## src/common/gmii_line_pkg.sv

```systemverilog
`default_nettype none

package gmii_line_pkg;

    localparam int BYTE_W = 8;

    // line symbols ahead of the frame body
    localparam logic [7:0] PREAMBLE_BYTE = 8'h55;
    localparam logic [7:0] SFD_BYTE      = 8'hD5;

    localparam int PREAMBLE_LEN = 7;
    localparam int FCS_LEN      = 4;
    localparam int IPG_CYCLES   = 12;

    // reflected form, shifts toward bit 0
    localparam logic [31:0] CRC_INIT      = 32'hFFFF_FFFF;
    localparam logic [31:0] CRC_POLY_REFL = 32'hEDB8_8320;

    typedef enum logic [2:0] {
        IDLE,
        PREAMBLE,
        SFD,
        BODY,
        FCS,
        GAP
    } tx_state_e;

endpackage

`default_nettype wire

```

## src/common/mac_frame_pkg.sv

```systemverilog
`default_nettype none

package mac_frame_pkg;

    localparam int WORD_W     = 64;
    localparam int WORD_BYTES = 8;

    // buffer depth doubles as the host's starting credit
    localparam int BUF_WORDS = 32;
    localparam int BUF_PTR_W = $clog2(BUF_WORDS);
    localparam int BUF_CNT_W = $clog2(BUF_WORDS + 1);

    localparam logic [47:0] PAUSE_DA        = 48'h01_80_C2_00_00_01;
    localparam logic [15:0] PAUSE_ETHERTYPE = 16'h8808;
    localparam logic [15:0] PAUSE_OPCODE    = 16'h0001;

    // da, sa, type, opcode, quanta
    localparam int PAUSE_HDR_LEN  = 18;
    localparam int PAUSE_BODY_LEN = 60;
    localparam int PAUSE_IDX_W    = $clog2(PAUSE_BODY_LEN);

    localparam int MAX_FRAME_BYTES = 256;

    typedef logic [3:0] byte_count_t;

endpackage

`default_nettype wire

```

## src/common/byte_stream_if.sv

```systemverilog
`timescale 1ns/10ps
`default_nettype none

interface byte_stream_if
    import gmii_line_pkg::*;
();

    logic              valid;
    logic [BYTE_W-1:0] data;
    logic              last;
    logic              ready;

    modport source (
        output valid, data, last,
        input  ready
    );

    modport sink (
        input  valid, data, last,
        output ready
    );

endinterface

`default_nettype wire

```

## src/tx_framer/crc32_engine.sv

```systemverilog
`timescale 1ns/10ps
`default_nettype none

module crc32_engine
    import gmii_line_pkg::*;
(
    input  wire               tx_clk,
    input  wire               rst_n,
    input  wire               clear,
    input  wire               enable,
    input  wire  [BYTE_W-1:0] data,
    output logic [31:0]       fcs
);

    logic [31:0] crc;

    // one byte, lsb first
    function automatic logic [31:0] crc_byte(input logic [31:0] crc_in,
                                             input logic [BYTE_W-1:0] d);
        logic [31:0] c;
        c = crc_in;
        for (int i = 0; i < BYTE_W; i++) begin
            c = (c >> 1) ^ (CRC_POLY_REFL & {32{c[0] ^ d[i]}});
        end
        return c;
    endfunction

    always_ff @(posedge tx_clk or negedge rst_n) begin
        if (!rst_n) begin
            crc <= CRC_INIT;
        end else if (clear) begin
            crc <= CRC_INIT;
        end else if (enable) begin
            crc <= crc_byte(crc, data);
        end
    end

    assign fcs = ~crc;

endmodule

`default_nettype wire

```

## src/tx_framer/tx_framer.sv

```systemverilog
`timescale 1ns/10ps
`default_nettype none

module tx_framer
    import gmii_line_pkg::*;
(
    input  wire                tx_clk,
    input  wire                rst_n,
    byte_stream_if.sink        pay_bs,
    byte_stream_if.sink        pause_bs,
    output logic [BYTE_W-1:0]  gmii_txd,
    output logic               gmii_tx_en
);

    tx_state_e         state;
    logic [3:0]        cnt;
    logic              sel_pause;

    logic              in_valid;
    logic [BYTE_W-1:0] in_data;
    logic              in_last;
    logic              take;
    logic [31:0]       fcs;

    // winner of the last arbitration owns the body
    assign in_valid = sel_pause ? pause_bs.valid : pay_bs.valid;
    assign in_data  = sel_pause ? pause_bs.data  : pay_bs.data;
    assign in_last  = sel_pause ? pause_bs.last  : pay_bs.last;

    assign pause_bs.ready = (state == BODY) && sel_pause;
    assign pay_bs.ready   = (state == BODY) && !sel_pause;

    assign take = (state == BODY) && in_valid;

    crc32_engine u_crc (
        .tx_clk (tx_clk),
        .rst_n  (rst_n),
        .clear  (state == IDLE),
        .enable (take),
        .data   (in_data),
        .fcs    (fcs)
    );

    always_ff @(posedge tx_clk or negedge rst_n) begin
        if (!rst_n) begin
            state      <= IDLE;
            cnt        <= 4'd0;
            sel_pause  <= 1'b0;
            gmii_txd   <= '0;
            gmii_tx_en <= 1'b0;
        end else begin
            case (state)
                IDLE: begin
                    gmii_txd   <= '0;
                    gmii_tx_en <= 1'b0;
                    cnt        <= 4'd0;
                    // pause frames go first
                    if (pause_bs.valid) begin
                        sel_pause <= 1'b1;
                        state     <= PREAMBLE;
                    end else if (pay_bs.valid) begin
                        sel_pause <= 1'b0;
                        state     <= PREAMBLE;
                    end
                end
                PREAMBLE: begin
                    gmii_txd   <= PREAMBLE_BYTE;
                    gmii_tx_en <= 1'b1;
                    if (cnt == 4'(PREAMBLE_LEN - 1)) begin
                        cnt   <= 4'd0;
                        state <= SFD;
                    end else begin
                        cnt <= cnt + 4'd1;
                    end
                end
                SFD: begin
                    gmii_txd   <= SFD_BYTE;
                    gmii_tx_en <= 1'b1;
                    state      <= BODY;
                end
                BODY: begin
                    gmii_txd   <= in_data;
                    gmii_tx_en <= take;
                    if (take && in_last) begin
                        state <= FCS;
                    end
                end
                FCS: begin
                    // low byte of the complemented crc first
                    gmii_txd   <= fcs[{cnt[1:0], 3'b000} +: 8];
                    gmii_tx_en <= 1'b1;
                    if (cnt == 4'(FCS_LEN - 1)) begin
                        cnt   <= 4'd0;
                        state <= GAP;
                    end else begin
                        cnt <= cnt + 4'd1;
                    end
                end
                GAP: begin
                    gmii_txd   <= '0;
                    gmii_tx_en <= 1'b0;
                    if (cnt == 4'(IPG_CYCLES - 1)) begin
                        cnt   <= 4'd0;
                        state <= IDLE;
                    end else begin
                        cnt <= cnt + 4'd1;
                    end
                end
                default: begin
                    state <= IDLE;
                end
            endcase
        end
    end

endmodule

`default_nettype wire

```

## src/logic/payload_buffer.sv

```systemverilog
`timescale 1ns/10ps
`default_nettype none

module payload_buffer
    import mac_frame_pkg::*;
(
    input  wire                tx_clk,
    input  wire                rst_n,
    input  wire                word_valid,
    input  wire  [WORD_W-1:0]  word_data,
    input  wire                word_last,
    input  byte_count_t        word_bytes,
    output logic               word_credit,
    byte_stream_if.source      bs
);

    logic [WORD_W-1:0]    mem_data  [BUF_WORDS];
    logic                 mem_last  [BUF_WORDS];
    byte_count_t          mem_bytes [BUF_WORDS];

    logic [BUF_PTR_W-1:0] wr_ptr;
    logic [BUF_PTR_W-1:0] rd_ptr;
    logic [BUF_CNT_W-1:0] frame_cnt;
    logic [2:0]           byte_idx;

    logic [WORD_W-1:0]    head_data;
    logic                 head_last;
    byte_count_t          head_bytes;
    logic                 xfer;
    logic                 word_end;
    logic                 frame_in;
    logic                 frame_out;

    // host credit already guarantees a free slot
    always_ff @(posedge tx_clk) begin
        if (word_valid) begin
            mem_data[wr_ptr]  <= word_data;
            mem_last[wr_ptr]  <= word_last;
            mem_bytes[wr_ptr] <= word_bytes;
        end
    end

    assign head_data  = mem_data[rd_ptr];
    assign head_last  = mem_last[rd_ptr];
    assign head_bytes = mem_bytes[rd_ptr];

    // only whole frames are offered
    assign bs.valid = (frame_cnt != '0);
    assign bs.data  = head_data[{byte_idx, 3'b000} +: 8];
    assign bs.last  = head_last && ({1'b0, byte_idx} + 4'd1 == head_bytes);

    assign xfer      = bs.valid && bs.ready;
    assign word_end  = bs.last || (byte_idx == 3'(WORD_BYTES - 1));
    assign frame_in  = word_valid && word_last;
    assign frame_out = xfer && bs.last;

    always_ff @(posedge tx_clk or negedge rst_n) begin
        if (!rst_n) begin
            wr_ptr      <= '0;
            rd_ptr      <= '0;
            frame_cnt   <= '0;
            byte_idx    <= 3'd0;
            word_credit <= 1'b0;
        end else begin
            word_credit <= xfer && word_end;
            if (word_valid) begin
                wr_ptr <= wr_ptr + 1'b1;
            end
            if (xfer) begin
                if (word_end) begin
                    rd_ptr   <= rd_ptr + 1'b1;
                    byte_idx <= 3'd0;
                end else begin
                    byte_idx <= byte_idx + 3'd1;
                end
            end
            if (frame_in && !frame_out) begin
                frame_cnt <= frame_cnt + 1'b1;
            end else if (frame_out && !frame_in) begin
                frame_cnt <= frame_cnt - 1'b1;
            end
        end
    end

endmodule

`default_nettype wire

```

## src/logic/pause_builder.sv

```systemverilog
`timescale 1ns/10ps
`default_nettype none

module pause_builder
    import mac_frame_pkg::*;
(
    input  wire         tx_clk,
    input  wire         rst_n,
    input  wire         pause_req,
    input  wire  [47:0] pause_src_addr,
    input  wire  [15:0] pause_quanta,
    output logic        pause_sent,
    byte_stream_if.source bs
);

    logic                         pending;
    logic [PAUSE_IDX_W-1:0]       idx;
    logic [PAUSE_HDR_LEN*8-1:0]   hdr;
    logic [PAUSE_HDR_LEN*8-1:0]   hdr_shifted;
    logic                         xfer;

    assign hdr = {PAUSE_DA, pause_src_addr, PAUSE_ETHERTYPE, PAUSE_OPCODE, pause_quanta};

    // shifting past the header yields the zero padding
    assign hdr_shifted = hdr << {idx, 3'b000};

    assign bs.valid = pending;
    assign bs.data  = hdr_shifted[PAUSE_HDR_LEN*8-1 -: 8];
    assign bs.last  = (idx == PAUSE_IDX_W'(PAUSE_BODY_LEN - 1));

    assign xfer       = bs.valid && bs.ready;
    assign pause_sent = xfer && bs.last;

    always_ff @(posedge tx_clk or negedge rst_n) begin
        if (!rst_n) begin
            pending <= 1'b0;
            idx     <= '0;
        end else begin
            if (pause_req) begin
                pending <= 1'b1;
            end else if (pause_sent) begin
                pending <= 1'b0;
            end
            if (xfer) begin
                idx <= bs.last ? '0 : idx + 1'b1;
            end
        end
    end

endmodule

`default_nettype wire

```

## src/logic/gmii_tx_mac.sv

```systemverilog
`timescale 1ns/10ps
`default_nettype none

module gmii_tx_mac
    import mac_frame_pkg::*;
(
    input  wire               tx_clk,
    input  wire               rst_n,

    input  wire               word_valid,
    input  wire  [WORD_W-1:0] word_data,
    input  wire               word_last,
    input  byte_count_t       word_bytes,
    output logic              word_credit,

    input  wire               pause_req,
    input  wire  [47:0]       pause_src_addr,
    input  wire  [15:0]       pause_quanta,
    output logic              pause_sent,

    output logic [7:0]        gmii_txd,
    output logic              gmii_tx_en
);

    byte_stream_if pay_bs ();
    byte_stream_if pause_bs ();

    payload_buffer u_payload_buffer (
        .tx_clk      (tx_clk),
        .rst_n       (rst_n),
        .word_valid  (word_valid),
        .word_data   (word_data),
        .word_last   (word_last),
        .word_bytes  (word_bytes),
        .word_credit (word_credit),
        .bs          (pay_bs)
    );

    pause_builder u_pause_builder (
        .tx_clk         (tx_clk),
        .rst_n          (rst_n),
        .pause_req      (pause_req),
        .pause_src_addr (pause_src_addr),
        .pause_quanta   (pause_quanta),
        .pause_sent     (pause_sent),
        .bs             (pause_bs)
    );

    tx_framer u_tx_framer (
        .tx_clk     (tx_clk),
        .rst_n      (rst_n),
        .pay_bs     (pay_bs),
        .pause_bs   (pause_bs),
        .gmii_txd   (gmii_txd),
        .gmii_tx_en (gmii_tx_en)
    );

endmodule

`default_nettype wire

```

## config.mk

```make
export PLATFORM = sky130hd
export DESIGN_NAME = gmii_tx_mac
export DESIGN_NICKNAME = d
export VERILOG_FILES = /design/src/common/gmii_line_pkg.sv /design/src/common/mac_frame_pkg.sv /design/src/common/byte_stream_if.sv /design/src/tx_framer/crc32_engine.sv /design/src/tx_framer/tx_framer.sv /design/src/logic/payload_buffer.sv /design/src/logic/pause_builder.sv /design/src/logic/gmii_tx_mac.sv
export SDC_FILE = /design/constraint.sdc
export NUM_CORES = 2
export LEC_CHECK = 0
export BUFFER_PORTS_ARGS = -buffer_cell sky130_fd_sc_hd__buf_4
export CORE_ASPECT_RATIO = 1.75
export CORE_MARGIN = 2
export CORE_UTILIZATION = 45
export DETAILED_ROUTE_END_ITERATION = 16
export GPL_TIMING_DRIVEN = 0
export HOLD_SLACK_MARGIN = 0.08
export PLACE_DENSITY = 0.68
export SLEW_MARGIN = 20
export SYNTH_ARGS = -nofsm -noshare
export SYNTH_HDL_FRONTEND = slang
export SYNTH_HIERARCHICAL = 1
export SYNTH_SLANG_ARGS = --single-unit
```

## constraint.sdc

```tcl
create_clock -name tx_clk -period 11.7 [get_ports tx_clk]
set_input_delay 1.17 -clock tx_clk [delete_from_list [all_inputs] [get_ports tx_clk]]
set_output_delay 1.17 -clock tx_clk [all_outputs]
set_load 0.02 [all_outputs]
```

==> results.toml <==
[setup_path]
critPathLaunch = "u_payload_buffer/rd_ptr[1]$_DFFE_PN0P_"
critPathLaunchType = "register"
worstSetupPathType = "register to register"
critPathCaptureType = "register"
r2r_start = "u_payload_buffer/rd_ptr[1]$_DFFE_PN0P_"
worst_ep_required_time_ps = 12450
worst-path-max-fanout = 10
arrival_ps = 7880

[routing]
wl_per_cell_um = 35.2
initialDrtViolationCount = 5020
drt_pass1_iterations = 5
viasPerCell = 6.19
vias = 44300
wl_um = 252000
drc = 0
detail-route-antenna-nets = 0

[cts]
clock_sinks = 2284
cts_tree = "yes"
htree_levels = 4
clk_latency_ps = 860
cts_buffers = 195
cts_root_buffer = "clkbuf_16"
cts.clk_slew.worst_paths_ps = 70
cts-resized-gates = 0
hold_buffers = 0
post_cts_buffers = 0
cts_buffer_depth = 4

[timing]
slew_headroom_pct = 14.4
setup_viol = 0
timing.hold.ws_ps = 393
finClkSkew_ps = 72.3
min_period_ps = 7130
hold_viol = 0
fmax_ghz = 0.140
finalCritPeriodShare_pct = 61.0
rsz0062_at_grt = "no"
maxSlewViolCount = 0
worst_slew_pin_slew_ps = 1280

[global_route]
grtUsageTotal_pct = 24.7
grt_max_degree = 77
grt_pass1_wl_um = 348000
overflow = 0
antenna_found_initial = 17
grt_pass1_vias = 45100

[die]
die_area_mm2 = 0.203
die_w_um = 342
rows = 216
io_pins = 148
start_util_pct = 45.3
core_mm2 = 0.198
die_h_um = 595

[final_layout]
most-common-layout-cells = "edfxtp_1, mux4_2, buf_4"
mostFrequentLayoutCell = "edfxtp_1"
num-fill-cells = 14700
finish.net_count = 4527
area_growth_pct = 16.4
design_area_mm2 = 0.105
layout-drive-gt1-share_pct = 37.0

[job]
cap_violations = 0

[place]
place_hpwl_um = 177000
port_buffers = 146
dpl-instance-area_mm2 = 0.0981
place_congestion = 0.825

[synthesis]
syn-instance-count = 3773
synth_edf_count = 2208
synth_ff_type = "edfxtp_1"
yosysSeqAreaShare_pct = 76.0
yosys_warnings = 6
syn_avg_cell_area_um2 = 23.8
synth_nets = 3928
ys_ff_latch = 2284
async_flop_share_pct = 3.33
syn_area_mm2 = 0.0898
synth.distinct_cells = 78

[power_and_ir_drop]
vdd.ir_drop.worst_v = 0.000231
power.leakage_nw = 33.0
internal_power_w = 0.0172
p_per_area_mw_per_mm2 = 236
finalPower_w = 0.0247
power.switching_w = 0.00754
seqPwrFrac_pct = 39.6
pwr-share-comb_pct = 33.6
p_clk_share_pct = 26.9
netSwitchingFraction_pct = 30.5

[hold_path]
min_path_type = "input pin to async pin"

[outcome]
outcome = "finished, final reports clean"
-- registers in the layout, indices dropped and copies added, names as in the netlist, 5 cells and up --
name                        cells
u_pause_builder/idx             6
u_payload_buffer/frame_cnt      6
u_payload_buffer/mem_bytes    128
u_payload_buffer/mem_data    2048
u_payload_buffer/mem_last      32
u_payload_buffer/rd_ptr         5
u_payload_buffer/wr_ptr         5
u_tx_framer/gmii_txd            8
u_tx_framer/u_crc/crc          32
-- critical path: stages (launching register included) --
cell	delay, ps
dfrtp_1	400
buf_4	260
buf_6	260
buf_2	270
buf_1	730
clkbuf_1	900
mux4_2	420
mux4_2	490
mux2i_1	670
a21oi_1	220
mux4_2	600
mux2_2	340
xnor2_2	500
xnor2_2	310
xnor3_1	410
o21ai_0	220
-- cells by family after synthesis --
logic type / synth area share [%]
AO/OA/AOI/OAI: 1.24
adder cells (fa/ha/maj): 0.259
XOR/XNOR: 1.14
flip-flops: 76.0
multiplexers: 18.9
buffers and inverters: 1.41
AND/OR/NAND/NOR: 1.08
-- stage by stage --
step	util [%]	setup WS, ps	instances	TNS [ps]
final	52.8	4570	7148	0
after global routing	52.8	4490	7141	0
after CTS	52.8	4410	7136	0
after detailed placement	49.5	4510	6791	0
after global placement	47.5	-4350	6535	-2865920
after floorplan	-	4590	3773	0
-- area by class of cell --
cell class,count,area [um^2],share of cell area [%]
inverters,45,169,0.162
diodes,12,30.0,0.0287
flip-flops and latches,2284,68200,65.3
well taps,2616,3270,3.13
clock inverters,119,1340,1.28
multi-input cells,1236,20500,19.6
plain buffers,208,1130,1.09
clock buffers,226,5060,4.84
repair buffers,402,4810,4.60
-- power groups by stage --
| stage | registers (W) | logic [W] | clock network [W] |
|---|---|---|---|
| 6_report | 0.00978 | 0.00829 | 0.00664 |
| 5_1_grt | 0.00982 | 0.00858 | 0.00699 |
| 4_1_cts | 0.00978 | 0.00830 | 0.00672 |
| 3_5_place_dp | 0.00996 | 0.00826 | 0 |
| 3_3_place_gp | 0.0101 | 0.00788 | 0 |
| 2_1_floorplan | 0.00997 | 0.00543 | 0 |
-- per-layer routing --
| layer | GRT usage [%] | share of wire [%] | up-vias |
|---|---|---|---|
| met5 | 0 | 0.022 | - |
| met4 | 13.7 | 6.6 | 8 |
| met3 | 3.59 | 7.5 | 590 |
| met2 | 44.5 | 53 | 2395 |
| met1 | 28.0 | 33 | 23900 |
| li1 | - | - | 17400 |
-- worst paths after layout --
check                      slack, ps  cells past startpoint                                         to
setup / recovery                4570                     15      u_tx_framer/u_crc/crc[21]$_DFFE_PN1P_
hold / removal                   390                      1     u_payload_buffer/wr_ptr[3]$_DFFE_PN0P_
setup reg to reg                4570                     15      u_tx_framer/u_crc/crc[21]$_DFFE_PN1P_
hold reg to reg                  500                      1  u_payload_buffer/frame_cnt[5]$_DFFE_PN0P_
max in group asynchronous      10790                      1        u_tx_framer/gmii_txd[1]$_DFFE_PN0P_
min in group tx_clk              500                      1  u_payload_buffer/frame_cnt[5]$_DFFE_PN0P_
-- Yosys cell counts (all sizes together), types with 14 or more instances --
cell type	count	area share (%)
xnor3	14	0.35
ha	17	0.24
nor3	27	0.16
mux2	31	0.40
inv	44	0.18
mux4	724	18
dfrtp	44	1.2
buf	131	0.87
a211o	18	0.18
o21ai	36	0.20
mux2i	26	0.29
nand2	52	0.22
edfxtp	2208	74
xnor2	50	0.65
clkbuf	75	0.34
nor2	64	0.28
a21oi	36	0.20
dfstp	32	0.94
Power figures use the tool's default switching activity.
